[src/verilog/approx_cfg.svh]
`ifndef APPROX_CFG_SVH
`define APPROX_CFG_SVH

//////////////////////////////
// Datapath widths

// 256 full-scale products of headroom
`define APPROX_ACC_W    40
`define APPROX_ERRSUM_W 48
`define APPROX_CNT_W    16

`endif

[src/verilog/approx_pkg.sv]
package approx_pkg;

    `include "approx_cfg.svh"

    // Multiplier operands and products
    typedef logic signed [15:0] operand_t;
    typedef logic signed [31:0] product_t;

    // Accumulator
    typedef logic signed [`APPROX_ACC_W-1:0] acc_t;

    //////////////////////////////
    // Error monitor values

    // Exact minus approx, one bit wider than a product
    typedef logic signed [32:0] err_t;
    typedef logic [32:0] mag_t;
    typedef logic [`APPROX_ERRSUM_W-1:0] errsum_t;
    typedef logic [`APPROX_CNT_W-1:0] cnt_t;

endpackage

[src/verilog/approx_mac_top.sv]
`timescale 1ns/10ps

module approx_mac_top import approx_pkg::*; (
    input  logic     clk,
    input  logic     rst,
    input  logic     in_valid,
    input  logic     approx_en,
    input  logic     clear,
    input  operand_t x,
    input  operand_t y,
    output logic     out_valid,
    output acc_t     acc,
    output errsum_t  err_sum,
    output mag_t     err_max,
    output cnt_t     sample_cnt
);

    logic     prod_valid;
    logic     prod_sel_approx;
    product_t prod_approx;
    product_t prod_exact;

    mul_stage i_mul_stage (
        .clk             (clk),
        .rst             (rst),
        .in_valid        (in_valid),
        .approx_en       (approx_en),
        .x               (x),
        .y               (y),
        .prod_valid      (prod_valid),
        .prod_sel_approx (prod_sel_approx),
        .prod_approx     (prod_approx),
        .prod_exact      (prod_exact)
    );

    // Both update on the same edge
    mac_accum i_mac_accum (
        .clk             (clk),
        .rst             (rst),
        .clear           (clear),
        .prod_valid      (prod_valid),
        .prod_sel_approx (prod_sel_approx),
        .prod_approx     (prod_approx),
        .prod_exact      (prod_exact),
        .acc             (acc),
        .out_valid       (out_valid)
    );

    err_stats i_err_stats (
        .clk         (clk),
        .rst         (rst),
        .clear       (clear),
        .prod_valid  (prod_valid),
        .prod_approx (prod_approx),
        .prod_exact  (prod_exact),
        .err_sum     (err_sum),
        .err_max     (err_max),
        .sample_cnt  (sample_cnt)
    );

endmodule

[src/verilog/approx_mul16.sv]
`timescale 1ns/10ps

module approx_mul16 import approx_pkg::*; (
    input  operand_t x,
    input  operand_t y,
    output product_t z
);

    logic [15:0][16:0] pp;   // Row k at index k-1
    logic [3:0][20:0]  cr;   // Replace rows 1..6
    logic [31:0]       sum;

    //////////////////////////////
    // Baugh-Wooley rows
    always_comb begin
        for (int i = 0; i < 15; i++) begin
            // Bit 16 of row 1 is the low constant one
            pp[i] = {(i == 0), ~(y[15] & x[i]), y[14:0] & {15{x[i]}}};
        end
        // Sign row, inverted magnitude bits and high constant one
        pp[15] = {1'b1, y[15] & x[15], ~(y[14:0] & {15{x[15]}})};
    end

    //////////////////////////////
    // Sparse correction rows
    always_comb begin
        cr = '0;

        cr[0][0]  = pp[0][0];
        cr[0][4]  = pp[0][4] ^ pp[1][3];
        cr[0][5]  = pp[4][1] ^ pp[5][0];
        cr[0][6]  = pp[0][5] & pp[1][4];
        cr[0][7]  = pp[0][6] & pp[1][5];
        cr[0][10] = pp[2][8] ^ pp[3][7];
        cr[0][11] = pp[0][11] ^ pp[1][10];
        cr[0][12] = pp[4][8] ^ pp[5][7];
        cr[0][13] = pp[0][13] ^ pp[1][12];
        cr[0][15] = pp[4][11] ^ pp[5][10];
        cr[0][16] = pp[0][15] & pp[1][14];
        cr[0][17] = pp[1][15] & pp[0][16];   // Carry into the constant one
        cr[0][18] = pp[2][15] & pp[3][14];
        cr[0][19] = pp[4][14] & pp[5][13];
        cr[0][20] = pp[4][15] & pp[5][14];

        cr[1][7]  = pp[4][2] & pp[5][1];
        cr[1][11] = pp[4][7] ^ pp[5][6];
        cr[1][15] = pp[0][15] ^ pp[1][14];
        cr[1][16] = pp[1][15] ^ pp[0][16];   // Sum with the constant one
        cr[1][17] = pp[2][14] & pp[3][13];
        cr[1][18] = pp[3][15];
        cr[1][19] = pp[4][15] ^ pp[5][14];
        cr[1][20] = pp[5][15];

        cr[2][16] = pp[2][14] ^ pp[3][13];
        cr[2][17] = pp[2][15] ^ pp[3][14];
        cr[2][18] = pp[4][13] & pp[5][12];

        cr[3][16] = pp[4][11] & pp[5][10];
        cr[3][17] = pp[4][13] ^ pp[5][12];
        cr[3][18] = pp[4][14] ^ pp[5][13];
    end

    //////////////////////////////
    // Final add
    always_comb begin
        sum = 32'(cr[0]) + 32'(cr[1]) + 32'(cr[2]) + 32'(cr[3]);
        // Rows 7..16 kept exact
        for (int i = 6; i < 16; i++) begin
            sum = sum + (32'(pp[i]) << i);
        end
    end

    assign z = product_t'(sum);

endmodule

[src/verilog/err_stats.sv]
`timescale 1ns/10ps

module err_stats import approx_pkg::*; (
    input  logic     clk,
    input  logic     rst,
    input  logic     clear,
    input  logic     prod_valid,
    input  product_t prod_approx,
    input  product_t prod_exact,
    output errsum_t  err_sum,
    output mag_t     err_max,
    output cnt_t     sample_cnt
);

    err_t    err;
    mag_t    mag;
    errsum_t mag_ext;

    //////////////////////////////
    // Error of this sample
    assign err     = err_t'(prod_exact) - err_t'(prod_approx);
    assign mag     = err[32] ? mag_t'(-err) : mag_t'(err);   // Fits, |err| < 2^32
    assign mag_ext = errsum_t'(mag);

    //////////////////////////////
    // Running statistics
    always_ff @(posedge clk) begin
        if (rst) begin
            err_sum    <= '0;
            err_max    <= '0;
            sample_cnt <= '0;
        end else if (clear) begin
            if (prod_valid) begin
                err_sum    <= mag_ext;
                err_max    <= mag;
                sample_cnt <= cnt_t'(1);
            end else begin
                err_sum    <= '0;
                err_max    <= '0;
                sample_cnt <= '0;
            end
        end else if (prod_valid) begin
            err_sum    <= err_sum + mag_ext;
            sample_cnt <= sample_cnt + cnt_t'(1);   // Wraps
            if (mag > err_max) begin
                err_max <= mag;
            end
        end
    end

endmodule

[src/verilog/mac_accum.sv]
`timescale 1ns/10ps

module mac_accum import approx_pkg::*; (
    input  logic     clk,
    input  logic     rst,
    input  logic     clear,
    input  logic     prod_valid,
    input  logic     prod_sel_approx,
    input  product_t prod_approx,
    input  product_t prod_exact,
    output acc_t     acc,
    output logic     out_valid
);

    product_t prod_sel;
    acc_t     prod_ext;

    assign prod_sel = prod_sel_approx ? prod_approx : prod_exact;
    assign prod_ext = acc_t'(prod_sel);   // Sign extend

    always_ff @(posedge clk) begin
        if (rst) begin
            acc       <= '0;
            out_valid <= 1'b0;
        end else begin
            out_valid <= prod_valid;
            if (clear) begin
                // Restart from this sample if one is here
                acc <= prod_valid ? prod_ext : '0;
            end else if (prod_valid) begin
                acc <= acc + prod_ext;   // Wraps at acc width
            end
        end
    end

endmodule

[src/verilog/mul_stage.sv]
`timescale 1ns/10ps

module mul_stage import approx_pkg::*; (
    input  logic     clk,
    input  logic     rst,
    input  logic     in_valid,
    input  logic     approx_en,
    input  operand_t x,
    input  operand_t y,
    output logic     prod_valid,
    output logic     prod_sel_approx,
    output product_t prod_approx,
    output product_t prod_exact
);

    product_t z_approx;
    product_t z_exact;

    approx_mul16 i_approx_mul16 (
        .x (x),
        .y (y),
        .z (z_approx)
    );

    assign z_exact = x * y;   // Signed, 32-bit context

    always_ff @(posedge clk) begin
        if (rst) begin
            prod_valid <= 1'b0;
        end else begin
            prod_valid <= in_valid;
        end
    end

    // Payload follows the strobe
    always_ff @(posedge clk) begin
        if (in_valid) begin
            prod_approx     <= z_approx;
            prod_exact      <= z_exact;
            prod_sel_approx <= approx_en;
        end
    end

endmodule
[config.mk]
export PLATFORM = sky130hd
export DESIGN_NAME = approx_mac_top
export DESIGN_NICKNAME = d
export VERILOG_FILES = /design/src/verilog/approx_pkg.sv /design/src/verilog/approx_mac_top.sv /design/src/verilog/approx_mul16.sv /design/src/verilog/err_stats.sv /design/src/verilog/mac_accum.sv /design/src/verilog/mul_stage.sv
export VERILOG_INCLUDE_DIRS = /design/src /design/src/verilog
export SDC_FILE = /design/constraint.sdc
export NUM_CORES = 2
export LEC_CHECK = 0
export ABC_AREA = 0
export BUFFER_PORTS_ARGS = -buffer_cell sky130_fd_sc_hd__buf_2
export CAP_MARGIN = 20
export CORE_MARGIN = 5
export CORE_UTILIZATION = 40
export CTS_CLUSTER_DIAMETER = 100
export DETAILED_ROUTE_END_ITERATION = 8
export PLACE_DENSITY = 0.56
export SETUP_SLACK_MARGIN = 0.02
export SLEW_MARGIN = 40
export SYNTH_ARGS = -nofsm -noshare
export SYNTH_HDL_FRONTEND = slang
export SYNTH_HIERARCHICAL = 1
export SYNTH_SLANG_ARGS = --single-unit
[constraint.sdc]
create_clock -name clk -period 23.1 [get_ports clk]
set_input_delay 4.62 -clock clk [delete_from_list [all_inputs] [get_ports clk]]
set_output_delay 4.62 -clock clk [all_outputs]
set_load 0.02 [all_outputs]
After elaboration in Yosys (flattened, before gate mapping)
Index checks and enable logic that the tools add are counted.

operators by class
  reductions and logical operators = 3
  bitwise operators = 72
  magnitude comparators = 1
  mux-type cells = 15
  multipliers = 1
  $add $sub $neg = 18

operators by type and width
  cell                          count
  AND 15 bit                    15
  2-to-1 mux 33 bit             6
  2-to-1 mux 40 bit             3
  2-to-1 mux 48 bit             2
  adder 48 x 33 -> 48 bit       1
  adder 40 x 32 -> 40 bit       1
  > comparator 33 bit           1
  negation 33 bit               1
  subtractor 32 x 32 -> 33 bit  1
  adder 32 x 26 -> 32 bit       1
  adder 32 x 27 -> 32 bit       1
  adder 32 x 28 -> 32 bit       1
  adder 32 x 29 -> 32 bit       1
  adder 32 x 30 -> 32 bit       1
  adder 32 bit                  1
  multiplier 16 x 16 -> 32 bit  1
  2-to-1 mux 16 bit             2
  2-to-1 mux 32 bit             1
  adder 27 x 25 -> 28 bit       1
  adder 26 x 24 -> 27 bit       1
  adder 25 x 23 -> 26 bit       1
  AND 1 bit                     26
  adder 24 x 22 -> 25 bit       1
  adder 23 x 19 -> 24 bit       1
  10 further kinds              38

storage, ports and cells
  input bits = 37
  register bits = 204
  output and inout bits = 138
  logic and storage cells = 119

Logic depth before layout (Yosys ltp)
  depth in word-level cells = 16
  gate-level depth with buffers = 32
  mapped depth without buffers = 31

Cells and area by module
Netlist, hierarchy kept.

by module, submodules not included
  module        area an instance (µm²)  times used  cells each  sequential area each (µm²)
  mul_stage     11980.2                 1           1177        1971.9
  err_stats     9831.9                  1           1312        1941.9
  approx_mul16  6413.7                  1           748         0.0
  mac_accum     4544.4                  1           573         820.8

Least setup slack after synthesis
No wires, ideal clock.

  path type = input to register
  start point = input port y[15]
  end point = register i_mul_stage.prod_approx[30] (data pin)
  path slack = 11.265 ns
  buffers on the path = 1
  required time = 22.842 ns
  arrival = 11.578 ns
  library setup time = 0.258 ns
  stages = 30
  cell sequence = clkbuf_1 nand2_1 ha_1 inv_1 fa_1 inv_1 fa_1 inv_1 fa_1 fa_1 inv_1 ha_1 o21ai_1 or2b_2 nand4_1 o21ai_1 a21o_1 a21oi_2 xnor2_1 fa_1 inv_1 fa_1 inv_1 fa_1 ha_1 ha_1 and3_1 a311o_1 a21oi_1 xnor2_1

on the way
  longest elaborated chain between the ends = 16
  elaborated cells on any way between the ends = 50
  those cells by class = add/sub: 13; bitwise: 37

ends and longest elaborated chain
  what                                     RTL line              source
  from (decl)                              approx_mac_top.sv:10  input operand_t y,
  AND 1 bit                                approx_mul16.sv:18    pp[i] = {(i == 0), ~(y[15] & x[i]), y[14:0] & {15{x[i]}}};
  NOT 1 bit                                approx_mul16.sv:18
  XOR 1 bit, or another cell as far along  approx_mul16.sv:47    cr[1][15] = pp[0][15] ^ pp[1][14];
  adder 21 x 21 -> 22 bit                  approx_mul16.sv:66    sum = 32'(cr[0]) + 32'(cr[1]) + 32'(cr[2]) + 32'(cr[3]);
  adder 22 x 19 -> 23 bit                  approx_mul16.sv:66
  adder 23 x 19 -> 24 bit                  approx_mul16.sv:66
  adder 24 x 22 -> 25 bit                  approx_mul16.sv:69    sum = sum + (32'(pp[i]) << i);
  adder 25 x 23 -> 26 bit                  approx_mul16.sv:69
  adder 26 x 24 -> 27 bit                  approx_mul16.sv:69
  adder 27 x 25 -> 28 bit                  approx_mul16.sv:69
  adder 32 x 26 -> 32 bit                  approx_mul16.sv:69
  adder 32 x 27 -> 32 bit                  approx_mul16.sv:69
  adder 32 x 28 -> 32 bit                  approx_mul16.sv:69
  adder 32 x 29 -> 32 bit                  approx_mul16.sv:69
  adder 32 x 30 -> 32 bit                  approx_mul16.sv:69
  adder 32 bit *                           approx_mul16.sv:69
  via i_mul_stage.z_approx[30]             mul_stage.sv:16       product_t z_approx;
  to (signal assigned)                     mul_stage.sv:38       prod_approx <= z_approx;
  to (decl)                                mul_stage.sv:12       output product_t prod_approx,

The timed path passes the listed nets; every way through them passes the cells marked *.
A chain may end at the register's enable or synchronous reset.

Final worst setup path
  start point = input port y[7]
  end point = register i_mul_stage.prod_approx[31] (data pin)

on the way
  longest elaborated chain between the ends = 15
  elaborated cells on any way between the ends = 30
  those cells by class = add/sub: 13; bitwise: 17

ends and longest elaborated chain
  what                          RTL line
  AND 15 bit                    approx_mul16.sv:18
  XOR 1 bit (on tied branches)  approx_mul16.sv:34, approx_mul16.sv:36, approx_mul16.sv:46
  adder 21 x 21 -> 22 bit       approx_mul16.sv:66
  adder 22 x 19 -> 23 bit       approx_mul16.sv:66
  adder 23 x 19 -> 24 bit       approx_mul16.sv:66
  adder 24 x 22 -> 25 bit       approx_mul16.sv:69
  adder 25 x 23 -> 26 bit       approx_mul16.sv:69
  adder 26 x 24 -> 27 bit       approx_mul16.sv:69
  adder 27 x 25 -> 28 bit       approx_mul16.sv:69
  adder 32 x 26 -> 32 bit       approx_mul16.sv:69
  adder 32 x 27 -> 32 bit       approx_mul16.sv:69
  adder 32 x 28 -> 32 bit       approx_mul16.sv:69
  adder 32 x 29 -> 32 bit       approx_mul16.sv:69
  adder 32 x 30 -> 32 bit       approx_mul16.sv:69
  adder 32 bit *                approx_mul16.sv:69
  via i_mul_stage.z_approx[31]  mul_stage.sv:16

Marked as above.

==> flow_summary.toml <==
[status]
status = "complete, no violations"

[yosys]
async_flop_share_pct = 0
synth_common_cells = "inv_1 (557), fa_1 (395), nand2_1 (375)"
synth_cell_types = 123
synth_top_cell_area_share_pct = 24.1
ys_warn_count = 6
avgSynthCellArea_um2 = 8.60
ys_ff_latch = 204
syn_area_um2 = 32800
synthTopCellsByArea = "fa_1 (24%), ha_1 (12%), dfxtp_1 (8.5%)"
synthCells = 3810
ys.flop_type = "dfxtp_1"
synth-edff-count = 65
ys_seq_area_share_pct = 14.4
synth_top_area_cell = "fa_1"
synth_most_common_cell = "inv_1"

[clock_tree]
root_buffer = "clkbuf_16"
cts_tree = "yes"
cts_setup_buffers = 0
hold_buffers = 0
clock_latency_ns = 0.56
clkSlewWorstSetupHoldPaths_ns = 0.06
cts_sinks = 204
cts_resized = 0
cts_max_level = 1
cts_buffers = 24
cts_buffer_depth = 3

[drt]
vias = 26400
drcViolationCount = 0
wl_mm = 92.2
firstDrtPassIters = 5
wl_per_cell_um = 18.6
vias_per_cell = 5.32
postRouteAntennaNets = 0
drt_iter0_drc = 1556

[grt]
gr-usage-met3_pct = 1.90
overflow = 0
grt_max_degree = 68
met2_usage_pct = 36.5
grt_busiest_layer = "met2"
grt_pass1_vias = 26900
antenna_found_initial = 2
grtUsageTotal_pct = 20.8
grt_pass1_wl_mm = 148
grt_use_met1_pct = 28.0

[setup_path]
cp_max_fo = 29
arrival_ns = 12.21
startpoint_type = "input port"
endpoint_kind = "flop"
path_class = "input port to flop"
regToRegSetupSlack_ns = 16.20
cp.required_ns = 23.40

[finish]
diodes = 0
drive_gt1_share_pct = 9.02
fill_cells = 8272
area_delta_synth_final_pct = 7.43
nets = 4613
final_cells = 4961

[placed_design]
pre_cts_ws_ns = 10.64
portBuffers = 174
dp_hpwl_mm = 73.3
gp_congestion = 0.886
dp.cells = 4916

[timing]
setup-violations-final = 0
finalHoldViolCount = 0
slew_viol_final = 0
relSlewSlack_pct = 41.3
rsz0062_at_grt = "no"
clock_skew_ns = 0.0290
fin_crit_ns = 11.91
timing.hold.ws_ns = 0.467
fin_ws_ns = 11.19
fin_setup_tns_ns = 0
tightest_slew_ns = 0.866
fmax_ghz = 0.0839
fin_crit_sh_pct = 51.6

[floorplan]
coreArea_um2 = 81700
dieArea_um2 = 87700
die_w_um = 296
initial_core_util_pct = 40.1
pin_count = 175
row_count = 105
die_h_um = 296

[worst_hold_path]
min_path_type = "flop to flop"

[job]
maxCapViolCount = 0
-- metal layers --
metal	share of wire, %	up-vias
li1	-	12900
met1	45	12900
met2	48	574
met3	4.2	96
met4	2.3	0
met5	0	-
-- state kept, by name, summed over array words and instances (netlist names) --
signal,cells
i_err_stats/err_max,33
i_err_stats/err_sum,48
i_err_stats/sample_cnt,16
i_mac_accum/acc,40
i_mac_accum/out_valid,1
i_mul_stage/prod_approx,32
i_mul_stage/prod_exact,32
i_mul_stage/prod_sel_approx,1
i_mul_stage/prod_valid,1
-- critical path, stage by stage --
cell and delay (ns):
buf_2 0.59, nand2_1 0.14, xor2_1 0.22, fa_1 0.45
fa_1 0.48, fa_1 0.50, ha_1 0.33, inv_1 0.06
fa_1 0.44, or2b_1 0.28, nand2b_1 0.08, a21oi_1 0.07
xor2_1 0.24, fa_1 0.47, fa_1 0.42, fa_1 0.50
fa_1 0.61, inv_1 0.06, ha_1 0.29, a21oi_1 0.14
nor2b_1 0.08, a311oi_2 0.33, o21ai_1 0.22, a41oi_2 0.30
a31oi_1 0.13, xnor2_1 0.14
-- worst paths after layout --
kind                                                 start                     endpoint  depth (start not counted)
worst max register to register  i_mul_stage/prod_approx[0]       i_err_stats/err_max[7]                         22
worst min-delay path               i_err_stats/err_max[32]      i_err_stats/err_max[32]                          2
worst max-delay path                                  y[7]  i_mul_stage/prod_approx[31]                         26
worst min register to register     i_err_stats/err_max[32]      i_err_stats/err_max[32]                          2
-- cells by family after synthesis --
logic type               after synthesis  share of synthesized area, %
AND/OR/NAND/NOR                     1151                          17.7
AO/OA/AOI/OAI                        797                          16.5
buffers and inverters                712                          8.61
adder cells (fa/ha/maj)              703                          35.9
flip-flops                           204                          14.4
XOR/XNOR                             182                          4.86
multiplexers                          60                          1.95
other                                  1                        0.0114
-- area by class of cell --
class	count	area, um^2	area share (%)
flip-flops and latches	204	4740	13.5
clock buffers	25	604	1.72
multi-input cells	2896	25200	71.7
well taps	1070	1340	3.80
repair buffers	190	1020	2.90
inverters	557	2090	5.94
clock inverters	19	173	0.490
-- per-stage QoR --
| step | cell area [um^2] | utilization (%) |
|---|---|---|
| after floorplan | 32800 | - |
| after detailed placement | 34400 | 42.1 |
| final | 35200 | 43.1 |
| after CTS | 35200 | 43.0 |
| after global routing | 35200 | 43.1 |
| after global placement | 34400 | 42.1 |
-- layout by cell type (no fill, tap or decap), types with 65 or more instances in the layout --
cell type,Yosys,layout
xnor2_1,96,96
a21oi_1,225,224
dfxtp_1,139,138
fa_1,395,395
o21ai_0,107,107
nand2_1,375,375
nor2_1,223,222
buf_2,13,171
ha_1,308,308
a21o_1,107,107
xor2_1,86,85
inv_1,557,557
edfxtp_1,65,65
and2_1,234,234
Power is not shown: default switching activity piles up to over one toggle a cycle in this logic, so the estimate is an artifact.
